File: src/ntm_scalar_pkg.sv
////////////////////////////////////////
// Shared definitions for the scalar
// modular integer unit and its testbench.
// Modules pull these in with a wildcard
// import in the module header.
////////////////////////////////////////

package ntm_scalar_pkg;

  ////////////////////////////////////////
  // Widths
  ////////////////////////////////////////

  // Default operand width
  // Every module's DATA_SIZE starts from this, top overrides it
  localparam int DEFAULT_DATA_SIZE = 16;

  ////////////////////////////////////////
  // Opcodes
  ////////////////////////////////////////

  // Operation select for the unit
  // Code 2'b11 stays unassigned and is rejected by the unit
  typedef enum logic [1:0] {
    // (A + B) mod M
    OP_ADD = 2'b00,
    // (A - B) mod M, result in 0 to M-1
    OP_SUB = 2'b01,
    // (A * B) mod M
    OP_MUL = 2'b10
  } scalar_opcode_t;

  // A modulus of zero means plain wrap at 2**DATA_SIZE
  // for all three operations

endpackage

File: src/ntm_scalar_integer_adder.sv
////////////////////////////////////////
// Modular adder and subtractor.
// A start strobe latches A, B and the
// modulus; the raw sum or difference is
// reduced by repeated subtraction and a
// one cycle ready pulse marks data_out.
////////////////////////////////////////

module ntm_scalar_integer_adder
  import ntm_scalar_pkg::*;
#(
  parameter int DATA_SIZE = DEFAULT_DATA_SIZE
) (
  input  logic                 CLK,
  input  logic                 RST,

  // Control
  input  logic                 start,
  output logic                 ready,
  input  logic                 operation,

  // Data
  input  logic [DATA_SIZE-1:0] data_a_in,
  input  logic [DATA_SIZE-1:0] data_b_in,
  input  logic [DATA_SIZE-1:0] modulus,
  output logic [DATA_SIZE-1:0] data_out
);

  ////////////////////////////////////////
  // Types and signals
  ////////////////////////////////////////

  // Operand width and one extra bit for the carry
  typedef logic [DATA_SIZE-1:0] data_t;
  typedef logic [DATA_SIZE:0]   raw_t;

  typedef enum logic {
    ADDER_IDLE,
    ADDER_REDUCE
  } adder_state_t;

  adder_state_t state;

  // Value being reduced
  raw_t  raw_value;
  // Modulus captured at start
  data_t modulus_reg;
  // Subtract with A < B, result needs the sign fix
  logic  a_less_b;

  ////////////////////////////////////////
  // Control and datapath
  ////////////////////////////////////////

  always_ff @(posedge CLK or posedge RST) begin
    if (RST) begin
      state       <= ADDER_IDLE;
      ready       <= 1'b0;
      data_out    <= '0;
      raw_value   <= '0;
      modulus_reg <= '0;
      a_less_b    <= 1'b0;
    end else begin
      // Ready only lasts one cycle
      ready <= 1'b0;

      case (state)
        ADDER_IDLE: begin
          if (start) begin
            modulus_reg <= modulus;
            a_less_b    <= operation && (data_a_in < data_b_in);

            // Sum, or absolute difference for subtract
            if (!operation) begin
              raw_value <= {1'b0, data_a_in} + {1'b0, data_b_in};
            end else if (data_a_in >= data_b_in) begin
              raw_value <= {1'b0, data_a_in} - {1'b0, data_b_in};
            end else begin
              raw_value <= {1'b0, data_b_in} - {1'b0, data_a_in};
            end

            state <= ADDER_REDUCE;
          end
        end

        ADDER_REDUCE: begin
          if (modulus_reg == '0) begin
            // No modulus, keep low bits and wrap
            // Negative difference becomes two's complement
            if (a_less_b) begin
              data_out <= '0 - raw_value[DATA_SIZE-1:0];
            end else begin
              data_out <= raw_value[DATA_SIZE-1:0];
            end
            ready <= 1'b1;
            state <= ADDER_IDLE;
          end else if (raw_value < {1'b0, modulus_reg}) begin
            // Reduced, fold negative difference back into 0..M-1
            if (a_less_b) begin
              data_out <= modulus_reg - raw_value[DATA_SIZE-1:0];
            end else begin
              data_out <= raw_value[DATA_SIZE-1:0];
            end
            ready <= 1'b1;
            state <= ADDER_IDLE;
          end else if (raw_value == {1'b0, modulus_reg}) begin
            // Exact multiple of the modulus
            data_out <= '0;
            ready    <= 1'b1;
            state    <= ADDER_IDLE;
          end else begin
            // One more modulus off, stay here
            raw_value <= raw_value - {1'b0, modulus_reg};
          end
        end

        default: begin
          state <= ADDER_IDLE;
        end
      endcase
    end
  end

  ////////////////////////////////////////
  // Assertions
  ////////////////////////////////////////

  // Single cycle ready pulse
  ready_pulse_a : assert property (
    @(posedge CLK) disable iff (RST)
    ready |=> !ready
  ) else $error("adder ready high for two cycles");

  // Reduction only ever shrinks the raw value
  raw_shrinks_a : assert property (
    @(posedge CLK) disable iff (RST)
    (state == ADDER_REDUCE) |=> (raw_value <= $past(raw_value))
  ) else $error("adder raw value grew while reducing");

endmodule

File: src/ntm_scalar_integer_multiplier.sv
////////////////////////////////////////
// Modular multiplier.
// MSB first double-and-add over the bits
// of B; every doubling and every add goes
// through one private modular adder, so
// the accumulator always stays reduced.
////////////////////////////////////////

module ntm_scalar_integer_multiplier
  import ntm_scalar_pkg::*;
#(
  parameter int DATA_SIZE = DEFAULT_DATA_SIZE
) (
  input  logic                 CLK,
  input  logic                 RST,

  // Control
  input  logic                 start,
  output logic                 ready,

  // Data
  input  logic [DATA_SIZE-1:0] data_a_in,
  input  logic [DATA_SIZE-1:0] data_b_in,
  input  logic [DATA_SIZE-1:0] modulus,
  output logic [DATA_SIZE-1:0] data_out
);

  ////////////////////////////////////////
  // Types and signals
  ////////////////////////////////////////

  localparam int IDX_SIZE = $clog2(DATA_SIZE);

  typedef logic [DATA_SIZE-1:0] data_t;
  // Position inside B
  typedef logic [IDX_SIZE-1:0]  bit_idx_t;

  localparam bit_idx_t BIT_IDX_MSB = bit_idx_t'(DATA_SIZE - 1);

  typedef enum logic [1:0] {
    MULT_IDLE,
    MULT_DOUBLE,
    MULT_ADD,
    MULT_NEXT
  } mult_state_t;

  mult_state_t state;

  // Latched operands
  data_t    a_reg;
  data_t    b_reg;
  data_t    modulus_reg;
  // Running product, already reduced
  data_t    acc;
  bit_idx_t bit_idx;

  // Private adder handshake
  logic     add_start;
  logic     add_ready;
  logic     add_pending;
  data_t    add_a;
  data_t    add_b;
  data_t    add_out;

  // Doubling feeds acc twice, add step feeds acc and A
  assign add_a = acc;
  assign add_b = (state == MULT_ADD) ? a_reg : acc;

  ntm_scalar_integer_adder #(
    .DATA_SIZE (DATA_SIZE)
  ) adder_inst (
    .CLK       (CLK),
    .RST       (RST),
    .start     (add_start),
    .ready     (add_ready),
    .operation (1'b0),
    .data_a_in (add_a),
    .data_b_in (add_b),
    .modulus   (modulus_reg),
    .data_out  (add_out)
  );

  ////////////////////////////////////////
  // Double-and-add FSM
  ////////////////////////////////////////

  always_ff @(posedge CLK or posedge RST) begin
    if (RST) begin
      state       <= MULT_IDLE;
      ready       <= 1'b0;
      data_out    <= '0;
      a_reg       <= '0;
      b_reg       <= '0;
      modulus_reg <= '0;
      acc         <= '0;
      bit_idx     <= '0;
      add_start   <= 1'b0;
    end else begin
      // Strobes default low
      ready     <= 1'b0;
      add_start <= 1'b0;

      case (state)
        MULT_IDLE: begin
          if (start) begin
            a_reg       <= data_a_in;
            b_reg       <= data_b_in;
            modulus_reg <= modulus;
            acc         <= '0;
            bit_idx     <= BIT_IDX_MSB;
            // First doubling of zero is harmless
            add_start   <= 1'b1;
            state       <= MULT_DOUBLE;
          end
        end

        MULT_DOUBLE: begin
          if (add_ready) begin
            acc <= add_out;
            // Add A only for a set bit of B
            if (b_reg[bit_idx]) begin
              add_start <= 1'b1;
              state     <= MULT_ADD;
            end else begin
              state <= MULT_NEXT;
            end
          end
        end

        MULT_ADD: begin
          if (add_ready) begin
            acc   <= add_out;
            state <= MULT_NEXT;
          end
        end

        MULT_NEXT: begin
          if (bit_idx == '0) begin
            // LSB done, product is final
            data_out <= acc;
            ready    <= 1'b1;
            state    <= MULT_IDLE;
          end else begin
            bit_idx   <= bit_idx - 1'b1;
            add_start <= 1'b1;
            state     <= MULT_DOUBLE;
          end
        end

        default: begin
          state <= MULT_IDLE;
        end
      endcase
    end
  end

  // Adder operation in flight, start to ready
  always_ff @(posedge CLK or posedge RST) begin
    if (RST) begin
      add_pending <= 1'b0;
    end else if (add_start) begin
      add_pending <= 1'b1;
    end else if (add_ready) begin
      add_pending <= 1'b0;
    end
  end

  ////////////////////////////////////////
  // Assertions
  ////////////////////////////////////////

  // Never restart the adder mid reduction
  add_overlap_a : assert property (
    @(posedge CLK) disable iff (RST)
    add_start |-> !add_pending
  ) else $error("multiplier restarted adder before its ready");

endmodule

File: src/ntm_scalar_integer_unit.sv
////////////////////////////////////////
// Scalar modular integer unit, top level.
// Accepts start while idle, sends the
// operands to the adder or multiplier and
// registers the result with a done pulse.
////////////////////////////////////////

module ntm_scalar_integer_unit
  import ntm_scalar_pkg::*;
#(
  parameter int DATA_SIZE = DEFAULT_DATA_SIZE
) (
  input  logic                 CLK,
  input  logic                 RST,

  // Request
  input  logic                 start,
  input  scalar_opcode_t       opcode,
  input  logic [DATA_SIZE-1:0] data_a,
  input  logic [DATA_SIZE-1:0] data_b,
  input  logic [DATA_SIZE-1:0] modulus,

  // Status and result
  output logic                 busy,
  output logic                 done,
  output logic [DATA_SIZE-1:0] result
);

  ////////////////////////////////////////
  // Types and signals
  ////////////////////////////////////////

  typedef logic [DATA_SIZE-1:0] data_t;

  typedef enum logic {
    UNIT_IDLE,
    UNIT_RUN
  } unit_state_t;

  unit_state_t state;
  // Multiplier owns the current operation
  logic        sel_mul;

  logic        accept;
  logic        add_start;
  logic        add_ready;
  logic        mul_start;
  logic        mul_ready;
  data_t       add_out;
  data_t       mul_out;

  // Starts while busy are dropped
  assign accept    = start && (state == UNIT_IDLE);
  assign add_start = accept && ((opcode == OP_ADD) || (opcode == OP_SUB));
  assign mul_start = accept && (opcode == OP_MUL);
  assign busy      = (state == UNIT_RUN);

  ////////////////////////////////////////
  // Engines
  ////////////////////////////////////////

  // Engines latch operands on their own start
  ntm_scalar_integer_adder #(
    .DATA_SIZE (DATA_SIZE)
  ) adder_inst (
    .CLK       (CLK),
    .RST       (RST),
    .start     (add_start),
    .ready     (add_ready),
    .operation (opcode == OP_SUB),
    .data_a_in (data_a),
    .data_b_in (data_b),
    .modulus   (modulus),
    .data_out  (add_out)
  );

  ntm_scalar_integer_multiplier #(
    .DATA_SIZE (DATA_SIZE)
  ) mult_inst (
    .CLK       (CLK),
    .RST       (RST),
    .start     (mul_start),
    .ready     (mul_ready),
    .data_a_in (data_a),
    .data_b_in (data_b),
    .modulus   (modulus),
    .data_out  (mul_out)
  );

  ////////////////////////////////////////
  // Dispatch FSM
  ////////////////////////////////////////

  always_ff @(posedge CLK or posedge RST) begin
    if (RST) begin
      state   <= UNIT_IDLE;
      sel_mul <= 1'b0;
      done    <= 1'b0;
      result  <= '0;
    end else begin
      done <= 1'b0;

      case (state)
        UNIT_IDLE: begin
          // Illegal opcode starts nothing and stays idle
          if (add_start || mul_start) begin
            sel_mul <= mul_start;
            state   <= UNIT_RUN;
          end
        end

        UNIT_RUN: begin
          // Capture from whichever engine was started
          if (sel_mul ? mul_ready : add_ready) begin
            result <= sel_mul ? mul_out : add_out;
            done   <= 1'b1;
            state  <= UNIT_IDLE;
          end
        end

        default: begin
          state <= UNIT_IDLE;
        end
      endcase
    end
  end

  ////////////////////////////////////////
  // Assertions
  ////////////////////////////////////////

  // Only defined opcodes come with an accepted start
  legal_opcode_a : assert property (
    @(posedge CLK) disable iff (RST)
    accept |-> (opcode inside {OP_ADD, OP_SUB, OP_MUL})
  ) else $error("illegal opcode with start");

  // Ready only from the engine that owns the running operation
  engine_ready_a : assert property (
    @(posedge CLK) disable iff (RST)
    (add_ready || mul_ready) |-> ((state == UNIT_RUN) && (mul_ready == sel_mul))
  ) else $error("engine ready outside its own operation");

endmodule

File: config.mk
export PLATFORM = sky130hd
export DESIGN_NAME = ntm_scalar_integer_unit
export DESIGN_NICKNAME = d
export VERILOG_FILES = /design/src/ntm_scalar_pkg.sv /design/src/ntm_scalar_integer_adder.sv /design/src/ntm_scalar_integer_multiplier.sv /design/src/ntm_scalar_integer_unit.sv
export SDC_FILE = /design/constraint.sdc
export NUM_CORES = 1
export LEC_CHECK = 0
export BUFFER_PORTS_ARGS = -buffer_cell sky130_fd_sc_hd__clkbuf_2
export CAP_MARGIN = 10
export CORE_ASPECT_RATIO = 1.25
export CORE_MARGIN = 2
export CORE_UTILIZATION = 27
export CTS_BUF_LIST = sky130_fd_sc_hd__clkbuf_16
export DETAILED_ROUTE_END_ITERATION = 8
export PLACE_DENSITY = 0.43
export SLEW_MARGIN = 20
export SYNTH_ARGS = -nofsm -noshare
export SYNTH_HDL_FRONTEND = slang
export SYNTH_SLANG_ARGS = --single-unit
File: constraint.sdc
create_clock -name CLK -period 7.9 [get_ports CLK]
set_clock_uncertainty 0.05 [all_clocks]
set_input_delay 0.395 -clock CLK [delete_from_list [all_inputs] [get_ports CLK]]
set_output_delay 0.395 -clock CLK [all_outputs]
set_load 0.03 [all_outputs]
==> impl_metrics.csv <==
group,metric,value,unit
run_status,status,"completed",
cells_and_area,nFillCells,5743,
sta,max_slew.worst_pin.slew,0.983,ns
routing,vias,12200,
yosys,synth_top_cell_by_area,"dfrtp_1",
routing,route.detailed.drc,0,
clocking,post_cts_buffers,0,
floorplanning,die-height,264,um
cells_and_area,finalNetCount,1879,
yosys,syn_nets,1856,
global_routing,grt_max_degree,95,
yosys,synth_cells,1677,
global_routing,grt_pass1_vias,12500,
clocking,ctsHtreeMaxLevel,1,
cells_and_area,syn2layout_area_growth,13.3,%
power,leakage,7.62,nW
setup_path,critPathMaxFanout,19,
clocking,cts_buffer_depth,3,
sta,rsz0062_at_grt,"no",
clocking,cts_buffers,26,
yosys,ys_seq_area_share,35.9,%
routing,antenna_left,0,
floorplanning,core_area,53700,um2
sta,finalSetupTns,0,ns
flow_run,drv_cap,0,
setup_path,crit_path_max_incr_delay,0.69,ns
yosys,async_reset_ff_share,100,%
setup_path,path_class,"reg2reg",
yosys,yosysWarnings,0,
setup_path,setup.worst_path.start_class,"register",
sta,hold_viol,0,
clocking,cts.clk_slew.worst_paths,0.06,ns
setup_path,cpMostUsedCell,"o21ai_0",
global_routing,grt_use_total,17.6,%
floorplanning,rows,95,
routing,wl,49.1,mm
sta,finalSetupViolations,0,
power,vdd_drop_max,0.219,mV
yosys,synth_edf_count,0,
setup_path,cpMaxStageDelayCell,"ha_1",
routing,wl_per_cell,20.1,um
clocking,cts_tree,"yes",
place,hpwlAfterDp,38.3,mm
power,power_density,405,nW/um2
clocking,insertion_delay,0.56,ns
cells_and_area,layout.cells.non_filler,2447,
floorplanning,fp.dieArea,56200,um2
setup_path,path_cells,"inv_1, ha_1, mux2_2, ha_1, inv_1, fa_1, nor2b_1, o21ai_0, a21boi_0, o21ai_0, a211oi_1, a21oi_1, o21ai_0, or3b_2, a31oi_1",
clocking,cts.sinks,210,
sta,slew_headroom,34.3,%
yosys,yosysUniqueCellTypes,83,
setup_path,cp-end-kind,"register",
yosys,synth-seq-cells,210,
yosys,ys_top_cells_by_area,"dfrtp_1, ha_1, o21ai_0",
sta,min_period,4.23,ns
clocking,cts_resized,0,
yosys,avgSynthCellArea,8.74,um2
sta,fmax,0.236,GHz
yosys,synth_area,14700,um2
cells_and_area,drive_gt1_share,12.2,%
floorplanning,io_pins,71,
place,place_inst,2398,
global_routing,grt_pass1_wl,76.2,mm
yosys,yosysTopAreaCellShare,35.9,%
cells_and_area,antenna_cells,0,
cells_and_area,reg_top3,"adder_inst.raw_value: 17 flops, mult_inst.adder_inst.raw_value: 17 flops",
routing,vias_per_cell,5.00,
hold_path,min_path_type,"in2reg",
sta,period_share,53.6,%
yosys,synth_ff_type,"dfrtp_1",
setup_path,critPathArrivalTime,4.66,ns
global_routing,overflow,0,
sta,slew_viol_final,0,
clocking,cts_root_buf,"clkbuf_16",
routing,firstDrtPassIters,5,
floorplanning,start_util,27.3,%
setup_path,worstPathRequired,8.32,ns
place,place_congestion,0.900,
floorplanning,die_w,212,um
global_routing,grt_antenna_before_repair,0,
routing,drtIter0Drc,639,
place,io_buffers,70,
[cells in the final DEF, fill, tap and decap left out, types with 7 or more instances in the layout]
cell	netlist	routed
or2_2	8	8
o21ai_0	166	166
nand4_1	10	10
a211oi_1	9	9
a22o_1	16	16
xor2_1	14	14
ha_1	119	119
o21bai_1	11	11
nor2b_1	18	17
xnor2_1	39	39
nand3_1	29	28
fa_1	7	7
o31ai_1	15	15
nand2b_1	14	13
buf_4	2	12
and3_1	11	11
mux2i_1	40	40
dfrtp_1	210	210
clkbuf_2	0	70
nor2_1	95	95
nor3_1	45	44
a21o_1	33	33
nor4_1	15	15
a31oi_1	21	21
clkinv_1	1	9
o21a_1	16	16
nand2_1	195	195
a21oi_1	119	119
or3_1	14	14
mux2_2	53	53
inv_1	127	127
clkbuf_16	0	26
o211ai_1	12	12
[report_power, final]
group          internal [W]  switching [W]  total (W)
clock network      0.000797       0.000513    0.00131
logic               0.00142        0.00214    0.00356
registers           0.00146       0.000381    0.00184
total               0.00368        0.00304    0.00672
[worst paths after layout]
check / end / slack (ns) / from / depth (start not counted)
max: mult_inst.adder_inst.raw_value[14]$_DFFE_PP0P_ / 3.67 / mult_inst.state[0]$_DFFE_PP0P_ / 15
min: adder_inst.modulus_reg[0]$_DFFE_PP0P_ / 0.07 / modulus[0] / 3
max reg2reg: mult_inst.adder_inst.raw_value[14]$_DFFE_PP0P_ / 3.67 / mult_inst.state[0]$_DFFE_PP0P_ / 15
min reg2reg: mult_inst.b_reg[9]$_DFFE_PP0P_ / 0.43 / mult_inst.b_reg[9]$_DFFE_PP0P_ / 2
max in group asynchronous: mult_inst.b_reg[7]$_DFFE_PP0P_ / 5.98 / RST / 4
min in group asynchronous: mult_inst.modulus_reg[4]$_DFFE_PP0P_ / 0.42 / RST / 3
[worst max-delay path, delay by kind of cell (launching register included)]
kind / cells / cell delay [ns]
compound gates: 7 / 1.35
mux: 1 / 0.29
simple gates: 2 / 0.57
fa+ha+maj: 3 / 1.27
buf+inv: 2 / 0.18
flops: 1 / 0.41
[synthesized netlist by cell type (39+ instances only)]
library cell and n:
nand2_1 195, mux2_2 53, nor2_1 95, mux2i_1 40, nor3_1 45, dfrtp_1 210
xnor2_1 39, ha_1 119, a21oi_1 119, o21ai_0 166, clkbuf_1 69, inv_1 127
[per-stage QoR]
| step | instance area [um2] | hold slack, ns | setup slack (ns) | total power [W] | utilization (%) |
|---|---|---|---|---|---|
| 6_report | 16600 | 0.0719 | 3.67 | 0.00672 | 30.9 |
| 2_1_floorplan | 14700 | 0.393 | 1.72 | 0.00440 | - |
| 3_3_place_gp | 15700 | 0.408 | 3.84 | 0.00541 | 29.2 |
| 3_5_place_dp | 15700 | 0.416 | 3.65 | 0.00541 | 29.2 |
| 5_1_grt | 16600 | 0.0736 | 3.29 | 0.00728 | 30.9 |
| 4_1_cts | 16600 | 0.0481 | 3.64 | 0.00678 | 30.9 |
[metal layers]
| metal | GRT usage (%) | wire length [um] | vias up | share of wire [%] |
|---|---|---|---|---|
| met5 | 0 | 0 | - | 0 |
| met4 | 5.65 | 1510 | 0 | 3.1 |
| met3 | 1.54 | 1390 | 67 | 2.8 |
| met2 | 31.9 | 25200 | 212 | 51 |
| met1 | 21.8 | 20900 | 5986 | 43 |
| li1 | - | - | 5979 | - |
[timing repair]
item / in CTS / in global routing
hold buffers: 1 / 0
hold endpoints to repair: 92 / 0
endpoints found under the setup margin: 0 / 0
[area by class of cell]
cell class	count	area [um2]	area share, %
Tap cell	727	910	5.48
Clock buffer	26	651	3.92
Timing Repair Buffer	83	450	2.71
Clock inverter	22	272	1.63
Multi-Input combinational cell	1250	8580	51.7
Sequential cell	210	5260	31.6
Inverter	129	492	2.96
[cells by family after synthesis]
family | synth area share [%]
XOR/XNOR | 3.17
multiplexers | 7.65
buffers and inverters | 5.75
adder cells (fa/ha/maj) | 11.1
flip-flops | 35.9
AND/OR/NAND/NOR | 15.0
AO/OA/AOI/OAI | 21.4
Note: power is estimated with default switching activity, not from simulation.
